--- src/rtl/vga_pkg.sv ---
`default_nettype none

// shared widths, mode defaults and payload types for the frame-buffer scan-out
package vga_pkg;

  // a small raster keeps simulation short
  // real modes are other values of the same module parameters
  localparam int H_VISIBLE_D = 8;
  localparam int H_FRONT_D   = 2;
  localparam int H_SYNC_D    = 2;
  localparam int H_BACK_D    = 2;
  localparam int H_WHOLE_D   = 14;

  localparam int V_VISIBLE_D = 4;
  localparam int V_FRONT_D   = 1;
  localparam int V_SYNC_D    = 1;
  localparam int V_BACK_D    = 1;
  localparam int V_WHOLE_D   = 7;

  // one frame-buffer word holds exactly one pixel, three channels of equal width
  localparam int PIXEL_BITS = 12;
  localparam int COLOR_BITS = 4;
  localparam int ADDR_BITS  = 16;

  // red sits in the top bits, then green, then blue
  typedef logic [PIXEL_BITS-1:0] pixel_t;

  // what the output side needs to know about one raster position
  typedef struct packed {
    logic visible;
    logic vsync;
    logic hsync;
  } pixel_ctx_t;

  // one posted host write waiting for the memory
  typedef struct packed {
    logic [ADDR_BITS-1:0] addr;
    pixel_t               pixel;
  } fb_write_t;

endpackage

`default_nettype wire

--- src/rtl/fb_mem_if.sv ---
`timescale 1ns/1ns
`default_nettype none

// one request channel into the frame-buffer memory plus its read return
// a request moves on a cycle where req_valid and req_ready are both high
// read data comes back with rvalid exactly one cycle after the read moved
interface fb_mem_if;

  logic [vga_pkg::ADDR_BITS-1:0] addr;
  logic                          we;
  vga_pkg::pixel_t               wdata;
  logic                          req_valid;
  logic                          req_ready;

  // there is no rready, a requester that reads always takes the data
  vga_pkg::pixel_t               rdata;
  logic                          rvalid;

  // the requester holds addr, we and wdata steady until req_ready
  modport requester (
    output addr, we, wdata, req_valid,
    input  req_ready, rdata, rvalid
  );

  modport memory (
    input  addr, we, wdata, req_valid,
    output req_ready, rdata, rvalid
  );

endinterface

`default_nettype wire

--- src/rtl/vga_timing.sv ---
`timescale 1ns/1ns
`default_nettype none

// raster position counters for one video mode
// the position only moves when step is high, so the consumer sets the pace
module vga_timing #(
  parameter int H_VISIBLE = 640,
  parameter int H_FRONT   = 16,
  parameter int H_SYNC    = 96,
  parameter int H_BACK    = 48,
  parameter int H_WHOLE   = 800,
  parameter int V_VISIBLE = 480,
  parameter int V_FRONT   = 10,
  parameter int V_SYNC    = 2,
  parameter int V_BACK    = 33,
  parameter int V_WHOLE   = 525
) (
  input  logic                       clk,
  input  logic                       reset,
  input  logic                       step,
  output logic                       visible,
  output logic                       hsync,
  output logic                       vsync,
  output logic [$clog2(H_WHOLE)-1:0] column,
  output logic [$clog2(V_WHOLE)-1:0] row
);

  localparam int XB = $clog2(H_WHOLE);
  localparam int YB = $clog2(V_WHOLE);

  // the line and frame end where the back porch runs out
  localparam logic [XB-1:0] H_LAST   = XB'(H_VISIBLE + H_FRONT + H_SYNC + H_BACK - 1);
  localparam logic [YB-1:0] V_LAST   = YB'(V_VISIBLE + V_FRONT + V_SYNC + V_BACK - 1);
  localparam logic [XB-1:0] H_VIS    = XB'(H_VISIBLE);
  localparam logic [YB-1:0] V_VIS    = YB'(V_VISIBLE);

  // sync windows open right after the front porch
  localparam logic [XB-1:0] HS_BEGIN = XB'(H_VISIBLE + H_FRONT);
  localparam logic [XB-1:0] HS_END   = XB'(H_VISIBLE + H_FRONT + H_SYNC);
  localparam logic [YB-1:0] VS_BEGIN = YB'(V_VISIBLE + V_FRONT);
  localparam logic [YB-1:0] VS_END   = YB'(V_VISIBLE + V_FRONT + V_SYNC);

  always_ff @(posedge clk) begin
    if (reset) begin
      column <= '0;
      row    <= '0;
    end else if (step) begin
      if (column == H_LAST) begin
        column <= '0;
        row    <= (row == V_LAST) ? '0 : row + 1'b1;
      end else begin
        column <= column + 1'b1;
      end
    end
  end

  assign visible = (column < H_VIS) && (row < V_VIS);

  // both syncs are active low
  assign hsync = !((column >= HS_BEGIN) && (column < HS_END));
  assign vsync = !((row >= VS_BEGIN) && (row < VS_END));

  // the porches and sync must add up to no more than the whole line
  column_in_line: assert property (@(posedge clk) disable iff (reset)
    int'(column) < H_WHOLE && int'(row) < V_WHOLE)
    else $error("raster position left the whole line or frame");

endmodule

`default_nettype wire

--- src/rtl/context_fifo.sv ---
`timescale 1ns/1ns
`default_nettype none

// synchronous circular buffer with show-ahead output
// pop_data already holds the oldest entry whenever empty is low, and pop
// only moves on to the next one
module context_fifo #(
  parameter type payload_t = logic [7:0],
  parameter int  DEPTH     = 4
) (
  input  logic     clk,
  input  logic     reset,
  input  logic     push,
  input  logic     pop,
  input  payload_t push_data,
  output payload_t pop_data,
  output logic     empty,
  output logic     full
);

  localparam int PB = $clog2(DEPTH);
  localparam int CB = PB + 1;

  localparam logic [PB-1:0] LAST_SLOT  = PB'(DEPTH - 1);
  localparam logic [CB-1:0] FULL_COUNT = CB'(DEPTH);

  payload_t          slots [DEPTH];
  logic     [PB-1:0] wr_ptr;
  logic     [PB-1:0] rd_ptr;
  logic     [CB-1:0] count;

  always_ff @(posedge clk) begin
    if (push) begin
      slots[wr_ptr] <= push_data;
    end
  end

  // pointers wrap by compare so any depth of two or more works
  always_ff @(posedge clk) begin
    if (reset) begin
      wr_ptr <= '0;
      rd_ptr <= '0;
      count  <= '0;
    end else begin
      if (push) begin
        wr_ptr <= (wr_ptr == LAST_SLOT) ? '0 : wr_ptr + 1'b1;
      end
      if (pop) begin
        rd_ptr <= (rd_ptr == LAST_SLOT) ? '0 : rd_ptr + 1'b1;
      end
      case ({push, pop})
        2'b10:   count <= count + 1'b1;
        2'b01:   count <= count - 1'b1;
        default: count <= count;
      endcase
    end
  end

  assign pop_data = slots[rd_ptr];
  assign empty    = (count == '0);
  assign full     = (count == FULL_COUNT);

  no_overflow: assert property (@(posedge clk) disable iff (reset) push |-> !full)
    else $error("push into a full fifo");

  no_underflow: assert property (@(posedge clk) disable iff (reset) pop |-> !empty)
    else $error("pop from an empty fifo");

endmodule

`default_nettype wire

--- src/rtl/fb_pixel_stream.sv ---
`timescale 1ns/1ns
`default_nettype none

// scan-out engine
// walks the raster, reads every visible pixel from the frame buffer and
// gives one pixel with its syncs per valid pulse, in raster order
module fb_pixel_stream #(
  parameter int H_VISIBLE = 640,
  parameter int H_FRONT   = 16,
  parameter int H_SYNC    = 96,
  parameter int H_BACK    = 48,
  parameter int H_WHOLE   = 800,
  parameter int V_VISIBLE = 480,
  parameter int V_FRONT   = 10,
  parameter int V_SYNC    = 2,
  parameter int V_BACK    = 33,
  parameter int V_WHOLE   = 525,
  parameter int CTX_DEPTH = 4
) (
  input  logic                           clk,
  input  logic                           reset,
  input  logic                           enable,
  output logic                           valid,
  output logic                           hsync,
  output logic                           vsync,
  output logic [vga_pkg::COLOR_BITS-1:0] red,
  output logic [vga_pkg::COLOR_BITS-1:0] grn,
  output logic [vga_pkg::COLOR_BITS-1:0] blu,
  fb_mem_if.requester                    mem
);

  localparam int AW = vga_pkg::ADDR_BITS;

  typedef enum logic {IDLE, READING} state_t;

  logic                       pos_visible;
  logic                       pos_hsync;
  logic                       pos_vsync;
  logic [$clog2(H_WHOLE)-1:0] column;
  logic [$clog2(V_WHOLE)-1:0] row;
  logic [AW-1:0]              addr_calc;
  logic [AW-1:0]              req_addr;

  state_t state;
  state_t next_state;
  logic   issue;
  logic   step;

  vga_pkg::pixel_ctx_t pos_ctx;
  vga_pkg::pixel_ctx_t ctx_head;
  logic                ctx_empty;
  logic                ctx_full;
  logic                ctx_pop;

  vga_pkg::pixel_t out_pixel;

  // the request register is the only thing that must be free before the
  // raster moves, so a held read stalls the raster and blanking runs freely
  assign issue = mem.req_valid && mem.req_ready;
  assign step  = enable && !ctx_full && (state == IDLE || issue);

  vga_timing #(
    .H_VISIBLE (H_VISIBLE),
    .H_FRONT   (H_FRONT),
    .H_SYNC    (H_SYNC),
    .H_BACK    (H_BACK),
    .H_WHOLE   (H_WHOLE),
    .V_VISIBLE (V_VISIBLE),
    .V_FRONT   (V_FRONT),
    .V_SYNC    (V_SYNC),
    .V_BACK    (V_BACK),
    .V_WHOLE   (V_WHOLE)
  ) raster (
    .clk     (clk),
    .reset   (reset),
    .step    (step),
    .visible (pos_visible),
    .hsync   (pos_hsync),
    .vsync   (pos_vsync),
    .column  (column),
    .row     (row)
  );

  // visible pixels are packed row by row with no gaps
  assign addr_calc = AW'(H_VISIBLE) * AW'(row) + AW'(column);

  // READING means the request register holds a read not yet taken
  always_comb begin
    next_state = state;
    case (state)
      IDLE: begin
        if (step && pos_visible) next_state = READING;
      end
      READING: begin
        if (issue && !(step && pos_visible)) next_state = IDLE;
      end
    endcase
  end

  always_ff @(posedge clk) begin
    if (reset) begin
      state <= IDLE;
    end else begin
      state <= next_state;
    end
  end

  // pipeline point in front of the memory, loaded as the raster steps
  always_ff @(posedge clk) begin
    if (step && pos_visible) begin
      req_addr <= addr_calc;
    end
  end

  assign mem.req_valid = (state == READING);
  assign mem.addr      = req_addr;
  assign mem.we        = 1'b0;
  assign mem.wdata     = '0;

  // every position enters the fifo on the same edge it leaves the counters
  assign pos_ctx.visible = pos_visible;
  assign pos_ctx.vsync   = pos_vsync;
  assign pos_ctx.hsync   = pos_hsync;

  // blank positions leave at once, visible ones wait for their word
  assign ctx_pop = !ctx_empty && (!ctx_head.visible || mem.rvalid);

  context_fifo #(
    .payload_t (vga_pkg::pixel_ctx_t),
    .DEPTH     (CTX_DEPTH)
  ) ctx_fifo (
    .clk       (clk),
    .reset     (reset),
    .push      (step),
    .pop       (ctx_pop),
    .push_data (pos_ctx),
    .pop_data  (ctx_head),
    .empty     (ctx_empty),
    .full      (ctx_full)
  );

  // syncs idle high so a monitor ignores the line until the first pixel
  always_ff @(posedge clk) begin
    if (reset) begin
      valid     <= 1'b0;
      hsync     <= 1'b1;
      vsync     <= 1'b1;
      out_pixel <= '0;
    end else begin
      valid <= ctx_pop;
      if (ctx_pop) begin
        hsync     <= ctx_head.hsync;
        vsync     <= ctx_head.vsync;
        out_pixel <= ctx_head.visible ? mem.rdata : '0;
      end
    end
  end

  assign {red, grn, blu} = out_pixel;

  // returns come back in order, so a returning word always finds its own
  // visible context at the head of the fifo
  rdata_meets_context: assert property (@(posedge clk) disable iff (reset)
    mem.rvalid |-> !ctx_empty && ctx_head.visible)
    else $error("read data arrived without a visible context at the fifo head");

endmodule

`default_nettype wire

--- src/rtl/fb_write_port.sv ---
`timescale 1ns/1ns
`default_nettype none

// host pixel writer
// each wr_en strobe posts one pixel at (wr_x, wr_y) into a small queue, and
// the queue head is offered to the frame buffer as a write request
module fb_write_port #(
  parameter int H_VISIBLE   = 640,
  parameter int QUEUE_DEPTH = 4
) (
  input  logic                                                  clk,
  input  logic                                                  reset,
  input  logic                                                  wr_en,
  input  logic [$clog2(H_VISIBLE)-1:0]                          wr_x,
  input  logic [vga_pkg::ADDR_BITS-$clog2(H_VISIBLE)-1:0]       wr_y,
  input  vga_pkg::pixel_t                                       wr_pixel,
  output logic                                                  wr_full,
  fb_mem_if.requester                                           mem
);

  localparam int AW = vga_pkg::ADDR_BITS;

  vga_pkg::fb_write_t wr_entry;
  vga_pkg::fb_write_t queue_head;
  logic               queue_empty;

  // same row-major layout the scan-out reads back
  assign wr_entry.addr  = AW'(H_VISIBLE) * AW'(wr_y) + AW'(wr_x);
  assign wr_entry.pixel = wr_pixel;

  // the head leaves the queue on the cycle the arbiter takes it
  context_fifo #(
    .payload_t (vga_pkg::fb_write_t),
    .DEPTH     (QUEUE_DEPTH)
  ) queue (
    .clk       (clk),
    .reset     (reset),
    .push      (wr_en),
    .pop       (mem.req_valid && mem.req_ready),
    .push_data (wr_entry),
    .pop_data  (queue_head),
    .empty     (queue_empty),
    .full      (wr_full)
  );

  assign mem.req_valid = !queue_empty;
  assign mem.we        = 1'b1;
  assign mem.addr      = queue_head.addr;
  assign mem.wdata     = queue_head.pixel;

  strobe_not_full: assert property (@(posedge clk) disable iff (reset) wr_en |-> !wr_full)
    else $error("host write strobed while the queue is full");

endmodule

`default_nettype wire

--- src/rtl/fb_arbiter.sv ---
`timescale 1ns/1ns
`default_nettype none

// fixed-priority arbiter onto the single-port frame buffer
// scan-out wins whenever it asks, the host gets the idle cycles
module fb_arbiter (
  input  logic        clk,
  input  logic        reset,
  fb_mem_if.memory    scan,
  fb_mem_if.memory    host,
  fb_mem_if.requester mem
);

  logic grant_scan;
  logic mem_read;
  logic owner_scan;

  // grant is purely combinational from the request lines
  assign grant_scan = scan.req_valid;

  assign mem.req_valid = scan.req_valid || host.req_valid;
  assign mem.addr      = grant_scan ? scan.addr  : host.addr;
  assign mem.we        = grant_scan ? scan.we    : host.we;
  assign mem.wdata     = grant_scan ? scan.wdata : host.wdata;

  assign scan.req_ready = mem.req_ready;
  assign host.req_ready = mem.req_ready && !grant_scan;

  // a read that moves now returns next cycle, so remember who issued it
  // writes leave the owner alone because they never return data
  assign mem_read = mem.req_valid && mem.req_ready && !mem.we;

  always_ff @(posedge clk) begin
    if (reset) begin
      owner_scan <= 1'b1;
    end else if (mem_read) begin
      owner_scan <= grant_scan;
    end
  end

  assign scan.rvalid = mem.rvalid && owner_scan;
  assign host.rvalid = mem.rvalid && !owner_scan;
  assign scan.rdata  = mem.rdata;
  assign host.rdata  = mem.rdata;

  scan_has_priority: assert property (@(posedge clk) disable iff (reset)
    (host.req_valid && host.req_ready) |-> !scan.req_valid)
    else $error("host granted while scan-out was requesting");

endmodule

`default_nettype wire

--- src/rtl/fb_sram.sv ---
`timescale 1ns/1ns
`default_nettype none

// single-port frame-buffer memory, one word per visible pixel
// it never stalls, writes land on the edge, reads return one cycle later
module fb_sram #(
  parameter int H_VISIBLE = 640,
  parameter int V_VISIBLE = 480
) (
  input  logic     clk,
  fb_mem_if.memory mem
);

  localparam int DEPTH = H_VISIBLE * V_VISIBLE;
  localparam int IB    = $clog2(DEPTH);

  vga_pkg::pixel_t          ram [DEPTH];
  vga_pkg::pixel_t          rdata_q;
  logic                     rvalid_q;
  logic            [IB-1:0] index;

  // the upper address bits stay zero for a legal request
  assign index = mem.addr[IB-1:0];

  always_ff @(posedge clk) begin
    if (mem.req_valid && mem.we) begin
      ram[index] <= mem.wdata;
    end
    if (mem.req_valid && !mem.we) begin
      rdata_q <= ram[index];
    end
  end

  // rvalid marks the cycle right after a read was taken
  always_ff @(posedge clk) begin
    rvalid_q <= mem.req_valid && !mem.we;
  end

  assign mem.req_ready = 1'b1;
  assign mem.rdata     = rdata_q;
  assign mem.rvalid    = rvalid_q;

  // both requesters compute addresses from raster coordinates
  addr_in_frame: assert property (@(posedge clk) mem.req_valid |-> int'(mem.addr) < DEPTH)
    else $error("frame-buffer address outside the visible area");

endmodule

`default_nettype wire

--- src/rtl/vga_fb_top.sv ---
`timescale 1ns/1ns
`default_nettype none

// frame-buffer scan-out subsystem
// scan-out and host writer share one SRAM through the priority arbiter
module vga_fb_top (
  input  logic                                                    clk,
  input  logic                                                    reset,
  input  logic                                                    enable,
  output logic                                                    valid,
  output logic                                                    hsync,
  output logic                                                    vsync,
  output logic [vga_pkg::COLOR_BITS-1:0]                          red,
  output logic [vga_pkg::COLOR_BITS-1:0]                          grn,
  output logic [vga_pkg::COLOR_BITS-1:0]                          blu,
  input  logic                                                    wr_en,
  input  logic [$clog2(vga_pkg::H_VISIBLE_D)-1:0]                 wr_x,
  input  logic [vga_pkg::ADDR_BITS-$clog2(vga_pkg::H_VISIBLE_D)-1:0] wr_y,
  input  logic [vga_pkg::PIXEL_BITS-1:0]                          wr_pixel,
  output logic                                                    wr_full
);

  fb_mem_if scan_bus ();
  fb_mem_if host_bus ();
  fb_mem_if mem_bus ();

  // four contexts cover the two-cycle lag from raster step to returned word
  fb_pixel_stream #(
    .H_VISIBLE (vga_pkg::H_VISIBLE_D),
    .H_FRONT   (vga_pkg::H_FRONT_D),
    .H_SYNC    (vga_pkg::H_SYNC_D),
    .H_BACK    (vga_pkg::H_BACK_D),
    .H_WHOLE   (vga_pkg::H_WHOLE_D),
    .V_VISIBLE (vga_pkg::V_VISIBLE_D),
    .V_FRONT   (vga_pkg::V_FRONT_D),
    .V_SYNC    (vga_pkg::V_SYNC_D),
    .V_BACK    (vga_pkg::V_BACK_D),
    .V_WHOLE   (vga_pkg::V_WHOLE_D),
    .CTX_DEPTH (4)
  ) stream (
    .clk    (clk),
    .reset  (reset),
    .enable (enable),
    .valid  (valid),
    .hsync  (hsync),
    .vsync  (vsync),
    .red    (red),
    .grn    (grn),
    .blu    (blu),
    .mem    (scan_bus.requester)
  );

  fb_write_port #(
    .H_VISIBLE   (vga_pkg::H_VISIBLE_D),
    .QUEUE_DEPTH (4)
  ) writer (
    .clk      (clk),
    .reset    (reset),
    .wr_en    (wr_en),
    .wr_x     (wr_x),
    .wr_y     (wr_y),
    .wr_pixel (wr_pixel),
    .wr_full  (wr_full),
    .mem      (host_bus.requester)
  );

  fb_arbiter arbiter (
    .clk   (clk),
    .reset (reset),
    .scan  (scan_bus.memory),
    .host  (host_bus.memory),
    .mem   (mem_bus.requester)
  );

  fb_sram #(
    .H_VISIBLE (vga_pkg::H_VISIBLE_D),
    .V_VISIBLE (vga_pkg::V_VISIBLE_D)
  ) sram (
    .clk (clk),
    .mem (mem_bus.memory)
  );

endmodule

`default_nettype wire

--- config.mk ---
export PLATFORM = sky130hd
export DESIGN_NAME = vga_fb_top
export DESIGN_NICKNAME = d
export VERILOG_FILES = /design/src/rtl/vga_pkg.sv /design/src/rtl/fb_mem_if.sv /design/src/rtl/vga_timing.sv /design/src/rtl/context_fifo.sv /design/src/rtl/fb_pixel_stream.sv /design/src/rtl/fb_write_port.sv /design/src/rtl/fb_arbiter.sv /design/src/rtl/fb_sram.sv /design/src/rtl/vga_fb_top.sv
export SDC_FILE = /design/constraint.sdc
export NUM_CORES = 1
export LEC_CHECK = 0
export BUFFER_PORTS_ARGS = -buffer_cell sky130_fd_sc_hd__buf_2
export CAP_MARGIN = 30
export CORE_UTILIZATION = 51
export CTS_BUF_LIST = sky130_fd_sc_hd__clkbuf_16
export CTS_CLUSTER_SIZE = 12
export DETAILED_ROUTE_END_ITERATION = 16
export GPL_TIMING_DRIVEN = 0
export PLACE_DENSITY = 0.8
export SYNTH_ARGS = -nofsm -noshare
export SYNTH_HDL_FRONTEND = slang
export SYNTH_HIERARCHICAL = 1
export SYNTH_SLANG_ARGS = --single-unit
--- constraint.sdc ---
create_clock -name clk -period 3.3 [get_ports clk]
set_input_delay 0 -clock clk [delete_from_list [all_inputs] [get_ports clk]]
set_output_delay 0 -clock clk [all_outputs]
set_load 0.01 [all_outputs]
Yosys cells after proc, flatten, opt, wreduce, memory -nomap -nowiden
Memory sizes are Yosys's and may differ from the RTL's. A register that Yosys moved wholly into a read port is not among the register bits. Index checks and enable logic that the tools add are counted.

Flip-flop bits (word level): 44. Memory bits (writable): 508. Output and inout bits: 16. Word-level logic and storage cells: 101. Memories: 3.

Memory list: sram.ram (depth 32, bits a word 12, read ports 1, clocked after Yosys merged registers in 1, write ports 1, line fb_sram.sv:17) `vga_pkg::pixel_t ram [DEPTH];`; writer.queue.slots (depth 4, bits a word 28, read ports 1, clocked after Yosys merged registers in 1, write ports 1, line context_fifo.sv:27) `payload_t slots [DEPTH];`; stream.ctx_fifo.slots (depth 4, bits a word 3, read ports 1, clocked after Yosys merged registers in 1, write ports 1, line context_fifo.sv:27).

Add/sub/neg operators: 12. Magnitude comparators: 6. Eq/ne operators: 12. Mux-type cells: 25. Bitwise logic cells: 1. Reductions and logical operators: 26.

Operator list (count): 12-bit two-way mux (2); 16-bit by 3-bit adder with 16-bit output (1); 2-bit two-way mux (8); 2-bit == test, second input constant (6); 3-bit one-hot mux with 2 select lines (2); 1-bit logical AND (11); 3-bit by 1-bit adder with 3-bit output, second input constant (3); 3-bit == test, second input constant (3); 1-bit two-way mux (9); 2-bit by 1-bit adder with 2-bit output, second input constant (4); 1-bit zero test (8); 4-bit < comparator, second input constant (2); 3-bit zero test (2); 3-bit < comparator, second input constant (2); 3-bit by 1-bit subtractor with 3-bit output, second input constant (2); 5-bit by 4-bit adder with 5-bit output (1); 5-bit two-way mux (1); 4-bit by 1-bit adder with 4-bit output, second input constant (1); 2-bit by 1-bit == test with 1-bit output, second input constant (2); 4-bit == test, second input constant (1); 4-bit greater-or-equal comparator, second input constant (1); 4-bit two-way mux (1); 2-bit nonzero test (2); 3-bit greater-or-equal comparator, second input constant (1); other kinds (5) (6).

Depth between registers and ports, before layout
Gate-level depths: netlist of run 1.

Depth in word-level cells: 8. Depth in mapped cells: 11.

Modules after synthesis
The synthesis of run 1 kept the hierarchy.

By module, submodules not included: fb_sram (instances 1, cells an instance 834, area an instance 15248.4 um2, sequential area each 11911.4 um2); context_fifo (writer.queue) (instances 1, cells an instance 194, area an instance 4538.1 um2, sequential area each 3543.4 um2); fb_pixel_stream (instances 1, cells an instance 108, area an instance 1037.2 um2, sequential area each 530.5 um2); context_fifo (stream.ctx_fifo) (instances 1, cells an instance 62, area an instance 873.3 um2, sequential area each 540.5 um2); fb_arbiter (instances 1, cells an instance 68, area an instance 630.6 um2, sequential area each 20.0 um2); vga_timing (instances 1, cells an instance 44, area an instance 369.1 um2, sequential area each 140.1 um2); fb_write_port (instances 1, cells an instance 4, area an instance 21.3 um2, sequential area each 0.0 um2).

Worst setup path before layout of run 1
OpenSTA, ideal clock, no wires.

Path kind: register to register. Start point: reg (tool-made name). End point: mem sram/ram[24][0] in the netlist's numbering (enable). Setup time: 0.396 ns. Arrival: 2.925 ns. Required time: 2.904 ns. Path slack: -0.021 ns. Stages on the path, launching flop included: 9. Buffers on the path: 4. Clock period less this slack: 3.321 ns. Cell sequence: dfxtp_1 -> buf_6 -> buf_12 -> mux4_2 -> mux2_2 -> buf_2 -> or3_1 -> clkbuf_1 -> nor3_1.

RTL lines (line): end: declaration (fb_sram.sv:17).

==> results of run 1 <==
-- critical path, delay by kind of cell (launching register included) --
kind            cells  cell delay, ns
compound gates      1            0.19
simple gates        2            0.63
mux                 3            1.07
buf+inv             4            0.80
flops               1            0.33
-- layout by cell type, fill, tap and decap left out, types with 5 or more instances in the layout --
master / count
nand4bb_1: 6
buf_6: 18
o21ai_0: 19
inv_1: 40
o22ai_1: 92
and2_1: 9
nor2b_1: 6
mux2i_1: 196
nand2_1: 32
nor2_2: 9
conb_1: 15
nand4b_1: 5
dlygate4sd3_1: 21
mux2_2: 16
nor4_1: 17
mux4_2: 17
a21oi_1: 26
nor4_4: 6
ha_1: 16
edfxtp_1: 481
buf_4: 61
dfxtp_1: 43
buf_2: 77
nor2_1: 40
clkbuf_16: 51
-- power by group through the flow --
stage,Sequential (W),Combinational [W],Clock [W]
after floorplan,0.00812,0.00200,0
after global routing,0.00804,0.00342,0.00537
final,0.00801,0.00322,0.00503
after detailed placement,0.00815,0.00301,0
after CTS,0.00801,0.00312,0.00510
after global placement,0.00813,0.00287,0
-- registers in the layout, summed over array words and instances (netlist names), named ones only --
signal	cells
stream/mem.req_valid	1
stream/ctx_fifo/rd_ptr	2
stream/valid	1
writer/queue/rd_ptr	2
sram/ram	384
writer/queue/wr_ptr	2
stream/out_pixel	12
stream/mem.addr	5
stream/ctx_fifo/slots	12
stream/hsync	1
stream/raster/column	4
stream/ctx_fifo/count	3
writer/queue/count	3
sram/mem.rdata	12
stream/vsync	1
writer/queue/slots	68
arbiter/owner_scan	1
stream/ctx_fifo/wr_ptr	2
stream/raster/row	3
sram/mem.rvalid	1
-- routing by layer --
metal / GRT usage / up-vias / share of wire
met5: 0 / - / 0
met4: 0.0738 / 0 / 0.032
met3: 0.0294 / 92 / 0.071
met2: 0.360 / 468 / 0.49
met1: 0.293 / 5844 / 0.40
li1: - / 5091 / -
-- per-stage QoR --
| stage | utilization | setup WS, ns | hold slack (ns) | std cells | power (W) |
|---|---|---|---|---|---|
| 3_3_place_gp | 0.542 | -0.907 | 0.211 | 1795 | 0.0110 |
| 6_report | 0.598 | -0.00508 | 0.180 | 1939 | 0.0163 |
| 4_1_cts | 0.595 | 0.0115 | 0.155 | 1936 | 0.0162 |
| 2_1_floorplan | - | 0.0171 | 0.0691 | 1234 | 0.0101 |
| 3_5_place_dp | 0.550 | -0.608 | 0.219 | 1830 | 0.0112 |
| 5_1_grt | 0.598 | -0.0705 | 0.167 | 1937 | 0.0168 |
-- what timing repair did --
item	CTS	global route
endpoints found under the setup margin	97	83
hold buffers	21	0
cloned	0	0
pin swaps	2	5
resized for setup	26	40
hold endpoints to repair	100	0
buffers inserted	6	1
-- how the worst max path moves through the flow --
stage / from / endpoint / slack [ns] / depth (start not counted)
2_1_floorplan: register / sram/ram[24][0]$_DFFE_PP_ / 0.02 / 8
3_3_place_gp: register / sram/ram[25][4]$_DFFE_PP_ / -0.91 / 9
3_5_place_dp: register / sram/mem.rdata[7]$_DFFE_PP_ / -0.61 / 10
4_1_cts: register / sram/mem.rdata[1]$_DFFE_PP_ / 0.01 / 10
5_1_grt: register / sram/mem.rdata[9]$_DFFE_PP_ / -0.07 / 10
6_report: register / sram/mem.rdata[9]$_DFFE_PP_ / -0.005 / 10
-- final cells by class --
cell class / instances / area, µm² / area share
clock inverter: 28 / 129 / 0.00540
inverter: 20 / 75.1 / 0.00314
clock buffer: 51 / 1280 / 0.0534
buffer: 91 / 621 / 0.0260
multi-input combinational: 599 / 5070 / 0.212
sequential: 524 / 15300 / 0.641
antenna: 2 / 5.00 / 0.000210
tap: 525 / 657 / 0.0275
timing repair buffer: 99 / 739 / 0.0310
==> impl_metrics.yaml, run 1 <==
power:
  p_int_w: 0.0118
  seqPwrFrac: 0.492
  comb_power_share: 0.198
  swShare: 0.272
  p_switching_w: 0.00442
  power_density_nw_per_um2: 681
  cellLeakagePower_nw: 8.42
  irDropWorstVdd_mv: 0.493
  p_clk_frac: 0.309
clocking:
  cts_htree_levels: 2
  cts_buffers: 51
  cts_sinks: 524
  clock_latency_ns: 0.57
  tritoncts: "built"
  clk_pin_slew_ns: 0.06
  clk_root_buffer_cell: "clkbuf_16"
  clk_path_buf_depth: 3
critical_path:
  crit_fanout: 10
  crit_path_top_delay_cell: "mux4_1"
  critPathArrivalTime_ns: 3.61
  path_class: "reg -> reg"
  crit_path_start_kind: "register"
  reg2reg_slack_ns: -0.005
  r2r_cells: 10
  critPathMaxStageDelay_ns: 0.56
  rr_endpoint: "sram/mem.rdata[9]$_DFFE_PP_"
  required_ns: 3.60
  critPathMostFrequentCell: "buf_2"
  cp-end-kind: "register"
  path_cells: "buf_6 > mux4_1 > mux2_2 > buf_2 > buf_2 > buf_2 > mux2i_1 > o22ai_1 > nor4_4 > nand2_1"
route:
  wl_um: 44500
  avgRoutedWirePerCell_um: 23.0
  ant_nets: 0
  vias_per_cell: 5.93
  drc: 0
  drtIter0Drc: 1090
  dr.pass1.iters: 5
  num_vias: 11500
cells_and_area:
  drive_gt1_frac: 0.212
  fin_nets: 1436
  fin_area_um2: 23900
  num-fill-cells: 2859
  synthToLayoutAreaGrowth_pct: 15.0
global_routing:
  grt-ovfl-total: 0
  track_usage: 0.216
  grt_first_pass_wirelength_um: 67200
  grt_pass1_vias: 11500
  grt_max_degree: 33
  antenna_found_initial: 2
worst_hold_path:
  hold_end: "writer/queue/slots[3][5]$_DFFE_PP_"
  hold-path-cell-count: 2
  hp-start: "wr_pixel[5]"
  hold_path.class: "in -> reg"
placed_design:
  hpwl_um: 28800
  gp_congestion: 0.997
  placed_area_um2: 22000
  portBuffers: 36
job:
  drv_cap: 0
timing:
  finClkSkew_ns: 0.0166
  min_period_ns: 3.31
  setup_viol: 1
  timing.final.crit_share: 1.00
  worst_slew_pin_slew_ns: 0.968
  rsz0062_at_grt: "yes"
  clock.fmax_mhz: 303
  final-hold-violation-count: 0
  slew_viol_final: 0
  fin_ws_ns: -0.00508
  fin_setup_tns_ns: -0.00508
  slew_headroom: 0.355
synthesis:
  synth_area_um2: 20800
  syn_inst: 1222
  ys_warn_count: 6
  syn_avg_cell_area_um2: 17.0
floorplan:
  die-area_um2: 41500
  die_w_um: 204
  start_util: 0.520
  io_pins: 48
  core_area_um2: 39900
  die_h_um: 204
  rows: 73
status:
  outcome: "complete, but fails checks"
  violations: "negative setup slack"
No activity file was read; power rests on OpenSTA's default activity.
==> run 2: changes to the inputs <==
MAX_ROUTING_LAYER = met4   (was not set)
PLACE_DENSITY = 0.77   (was 0.8)
clock period = 4.3 ns   (was 3.3 ns; I/O delays follow)
==> run 2 against run 1 <==
  * The flow now finishes without violations
  * Register-to-register slack gained 0.35 ns
  * Critical path depth is the same
  * Non-clock buffer count shrank 4
  * Largest cell class unchanged
  * Sequential share of layout area grew 0.54 points
  * Die area is the same
  * Clock power shrank 19%
  * Sequential cell count is the same
  * Clock skew shrank 0.0019 ns
  * Cell area shrank 0.83%
  * Sequential power shrank 23%
  * Count of clock-buffer cells in the layout grew 2
==> impl_metrics.yaml, run 2 (same netlist as run 1, synthesis figures left out) <==
critical_path:
  critPathTopFamily: "simple AND/OR/NAND/NOR gates"
  r2r_cells: 10
  crit_fanout: 10
  crit_path_top_delay_cell: "nor4_1"
  cp-end-kind: "register"
  reg2reg_slack_ns: 0.34
  crit_path_start_kind: "register"
  required_ns: 4.55
  critPathArrivalTime_ns: 4.21
  crit_buf_inv: 4
  path_class: "reg -> reg"
  critPathMaxStageDelay_ns: 0.90
  rr_endpoint: "sram/mem.rdata[5]$_DFFE_PP_"
  path_cells: "buf_6 > buf_12 > mux4_2 > mux2_2 > buf_2 > nand4b_1 > clkbuf_1 > o22ai_1 > nor4_1 > nand2_1"
timing:
  worst_slew_pin_slew_ns: 1.03
  finClkSkew_ns: 0.0147
  min_period_ns: 3.96
  clock.fmax_mhz: 253
  slew_viol_final: 0
  fin_setup_tns_ns: 0
  final-hold-violation-count: 0
  slew_headroom: 0.308
  rsz0062_at_grt: "no"
  setup_viol: 0
  timing.final.crit_share: 0.921
clocking:
  ctsResizeCount: 0
  tritoncts: "built"
  clock_latency_ns: 0.57
  cts_buffers: 51
  clk_root_buffer_cell: "clkbuf_16"
  cts_htree_levels: 2
  cts_sinks: 524
  clk_path_buf_depth: 3
  clk_pin_slew_ns: 0.06
cells_and_area:
  drive_gt1_frac: 0.184
  synthToLayoutAreaGrowth_pct: 14.0
  regMostFlops: "sram/ram"
  layout_common_cells: "481 x edfxtp_1, 197 x mux2i_1, 96 x o22ai_1"
  num-fill-cells: 2886
  largest_register_ffs: 384
  reg_top3: "sram/ram x384, writer/queue/slots x68"
  fin_nets: 1432
  layout.cells.most_common: "edfxtp_1"
placed_design:
  gp_congestion: 0.952
  portBuffers: 36
  hpwl_um: 28900
floorplan:
  core_area_um2: 39900
  io_pins: 48
  die_h_um: 204
  die_w_um: 204
  start_util: 0.520
  die-area_um2: 41500
  rows: 73
global_routing:
  grt_max_degree: 33
  grt-ovfl-total: 0
  antenna_found_initial: 0
  track_usage: 0.223
  grt_first_pass_wirelength_um: 67000
  grt_pass1_vias: 11300
route:
  avgRoutedWirePerCell_um: 22.6
  wl_um: 43800
  drtIter0Drc: 1019
  dr.pass1.iters: 7
  ant_nets: 0
  vias_per_cell: 5.83
  num_vias: 11300
  drc: 0
power:
  swShare: 0.267
  power_w: 0.0126
  cellLeakagePower_nw: 8.38
  seqPwrFrac: 0.489
  irDropWorstVdd_mv: 0.359
  comb_power_share: 0.188
  power_density_nw_per_um2: 530
  p_switching_w: 0.00335
  p_int_w: 0.00921
  p_clk_frac: 0.323
job:
  drv_cap: 0
status:
  outcome: "finished clean"
worst_hold_path:
  hold-path-cell-count: 2
  hp-start: "wr_pixel[6]"
  hold_path.class: "in -> reg"
  hold_end: "writer/queue/slots[3][6]$_DFFE_PP_"
[run 2: repair_timing]
item | CTS | global route
buffers inserted | 0 | 0
hold endpoints to repair | 100 | 0
hold buffers | 21 | 0
[run 2: through the flow]
step / hold WS [ns] / setup WS, ns / std cells / util / instance area (µm²)
6_report: 0.178 / 0.341 / 1938 / 0.593 / 23700
5_1_grt: 0.173 / 0.397 / 1937 / 0.593 / 23700
4_1_cts: 0.154 / 0.432 / 1936 / 0.593 / 23700
3_5_place_dp: 0.217 / 0.455 / 1832 / 0.550 / 22000
3_3_place_gp: 0.208 / 0.0277 / 1795 / 0.542 / 21600
2_1_floorplan: 0.0691 / 1.02 / 1234 / - / 20800
[run 2: worst max path at each step]
stage,start,to,depth (start not counted)
after floorplan,register,sram/ram[24][0]$_DFFE_PP_,8
after global placement,register,sram/ram[26][6]$_DFFE_PP_,8
after detailed placement,register,sram/mem.rdata[3]$_DFFE_PP_,10
after CTS,register,sram/mem.rdata[3]$_DFFE_PP_,10
after global routing,register,sram/mem.rdata[5]$_DFFE_PP_,10
final,register,sram/mem.rdata[5]$_DFFE_PP_,10
[run 2: per-layer routing]
metal | wire [µm] | track usage | part of all wire | vias to the layer above
li1 | - | - | - | 5074
met1 | 18100 | 0.292 | 0.41 | 5728
met5 | 0 | - | 0 | -
met2 | 21700 | 0.364 | 0.50 | 404
met4 | 1100 | 0.0685 | 0.025 | 0
met3 | 2810 | 0.0321 | 0.064 | 91
[run 2: cell type report]
cell class / count / area (µm²) / area share
Clock buffer: 53 / 1330 / 0.0560
Antenna cell: 1 / 2.50 / 0.000106
Multi-Input combinational cell: 599 / 4870 / 0.206
Sequential cell: 524 / 15300 / 0.646
Inverter: 20 / 75.1 / 0.00317
Buffer: 91 / 579 / 0.0245
Timing Repair Buffer: 95 / 697 / 0.0294
Tap cell: 525 / 657 / 0.0277
Clock inverter: 30 / 165 / 0.00697
[run 2: power by group through the flow]
stage          Combinational, W  Sequential, W  Clock [W]
2_1_floorplan           0.00153        0.00623          0
3_3_place_gp            0.00221        0.00624          0
3_5_place_dp            0.00231        0.00625          0
4_1_cts                 0.00233        0.00615    0.00412
5_1_grt                 0.00251        0.00616    0.00431
6_report                0.00235        0.00614    0.00406
==> run 3: changes to the inputs <==
PLACE_DENSITY = 0.8   (was 0.77)
clock period = 3.2 ns   (was 4.3 ns; I/O delays follow)
==> run 3 against run 2 <==
  * The run now ends with antenna violations, negative setup slack left
  * Count of clock-buffer cells in the layout decreased by 2
  * Sequential share of layout area decreased by 1.4 points
  * Register-to-register slack got worse by 0.42 ns
  * Utilization increased by 1.3 points
  * Final cell count increased by 0.41%
  * Highest routed layer unchanged
  * Largest power group unchanged
  * Critical path depth increased by 2
  * Non-clock buffer count increased by 12
==> impl_metrics.yaml, run 3 (same netlist as run 1, synthesis figures left out) <==
status:
  outcome: "complete, but fails checks"
  violations: "antenna violations, negative setup slack"
floorplan:
  die-area_um2: 41500
  io_pins: 48
  die_h_um: 204
  start_util: 0.520
  rows: 73
  core_area_um2: 39900
  die_w_um: 204
critical_path:
  cp-end-kind: "register"
  required_ns: 3.49
  crit_fanout: 10
  crit_path_start_kind: "register"
  critPathArrivalTime_ns: 3.57
  path_class: "reg -> reg"
  rr_endpoint: "sram/mem.rdata[8]$_DFFE_PP_"
  r2r_cells: 12
  reg2reg_slack_ns: -0.08
clocking:
  clock_latency_ns: 0.58
  clk_pin_slew_ns: 0.06
  cts_buffers: 51
  cts_htree_levels: 2
  tritoncts: "built"
  clk_root_buffer_cell: "clkbuf_16"
  clk_path_buf_depth: 3
  cts_sinks: 524
global_routing:
  grt_max_degree: 33
  grt_first_pass_wirelength_um: 67500
  grt_pass1_vias: 11700
  track_usage: 0.224
  grt-ovfl-total: 0
  antenna_found_initial: 1
timing:
  clock.fmax_mhz: 305
  slew_headroom: 0.360
  rsz0062_at_grt: "yes"
  setup_viol: 3
  slew_viol_final: 0
  final-hold-violation-count: 0
  finClkSkew_ns: 0.0299
  fin_setup_tns_ns: -0.144
  timing.final.crit_share: 1.03
  worst_slew_pin_slew_ns: 0.960
  min_period_ns: 3.28
  fin_hold_ws_ns: 0.175
  fin_ws_ns: -0.0837
route:
  wl_um: 45300
  dr.pass1.iters: 6
  num_vias: 11600
  highest_layer: "met4"
  drt-met1-wl_um: 18100
  dr_wl_met3_um: 3380
  vias_per_cell: 5.97
  dr_wl_met2_um: 22200
  ant_nets: 1
  drtIter0Drc: 1135
  avgRoutedWirePerCell_um: 23.3
  drc: 0
power:
  power_density_nw_per_um2: 700
  irDropWorstVdd_mv: 0.479
  cellLeakagePower_nw: 8.52
placed_design:
  hpwl_um: 28600
  placed_area_um2: 21900
  pre_cts_ws_ns: -0.537
  portBuffers: 36
  gp_congestion: 0.952
worst_hold_path:
  hold-path-cell-count: 2
  hp-start: "wr_pixel[6]"
  hold_end: "writer/queue/slots[2][6]$_DFFE_PP_"
  hold_path.class: "in -> reg"
cells_and_area:
  fin_nets: 1444
  reg_top3: "sram/ram x384, writer/queue/slots x68"
  synthToLayoutAreaGrowth_pct: 16.6
  layout.cells.most_common: "edfxtp_1"
  num-fill-cells: 2728
  fin_area_um2: 24200
  largest_register_ffs: 384
  regMostFlops: "sram/ram"
  drive_gt1_frac: 0.237
  layout_common_cells: "481 x edfxtp_1, 191 x mux2i_1, 81 x o22ai_1"
job:
  drv_cap: 0
[run 3: cell types whose count changed in the layout (fill, tap and decap cells not counted), moves of 8 or more]
cell / delta
buf_4: +23
buf_2: -20
nor2_1: -15
o22ai_1: -15
o22ai_2: +15
nor2_4: +14
inv_1: -11
nor4_1: -11
buf_6: +8
[run 3: where the power goes]
part / internal, W / total (W) / switching [W]
Combinational: 0.00131 / 0.00350 / 0.00218
Sequential: 0.00814 / 0.00826 / 0.000124
Clock: 0.00284 / 0.00518 / 0.00234
Total: 0.0123 / 0.0169 / 0.00465
[run 3: worst max-delay path, stage by stage, from the launching register on]
cell	delay, ns
dfxtp_2	0.32
buf_6	0.14
buf_12	0.11
mux4_2	0.52
mux2_4	0.34
buf_6	0.14
buf_4	0.16
nand4b_1	0.18
buf_6	0.14
clkbuf_2	0.18
o22ai_1	0.14
nor4_4	0.49
nand2_1	0.13
[run 3: timing repair]
item,4_1_cts,5_1_grt
hold buffers,21,0
resized for setup,66,66
setup buffers,6,13
hold endpoints to repair,100,0
cloned,0,1
endpoints found under the setup margin,272,207
pin swaps,5,14
[run 3: routing by layer]
| layer | up-vias | global-route usage |
|---|---|---|
| li1 | 5103 | - |
| met1 | 5920 | 0.280 |
| met2 | 468 | 0.356 |
| met3 | 118 | 0.0484 |
| met4 | 0 | 0.0934 |
| met5 | - | - |
[run 3: worst max path at each step]
stage / end / slack [ns] / depth (start not counted)
floorplan: sram/ram[26][0]$_DFFE_PP_ / 0.08 / 7
global placement: sram/ram[27][5]$_DFFE_PP_ / -1.06 / 8
detailed placement: sram/ram[13][3]$_DFFE_PP_ / -0.54 / 9
CTS: sram/ram[16][3]$_DFFE_PP_ / -0.16 / 9
global route: sram/mem.rdata[8]$_DFFE_PP_ / -0.05 / 12
finish: sram/mem.rdata[8]$_DFFE_PP_ / -0.08 / 12
[run 3: area by class of cell]
cell class	count	area [µm²]	share of cell area
Tap cell	525	657	0.0271
Clock buffer	51	1280	0.0527
Buffer	90	662	0.0273
Multi-Input combinational cell	599	5270	0.218
Antenna cell	6	15.0	0.000620
Timing Repair Buffer	108	845	0.0349
Sequential cell	524	15300	0.632
Clock inverter	23	111	0.00460
Inverter	20	75.1	0.00310
[run 3: stage by stage]
stage                     total power (W)  utilization  cells
after global routing               0.0175        0.606   1941
after global placement             0.0113        0.543   1795
after CTS                          0.0168        0.599   1927
after detailed placement           0.0115        0.549   1826
final                              0.0169        0.607   1946
after floorplan                    0.0104            -   1234
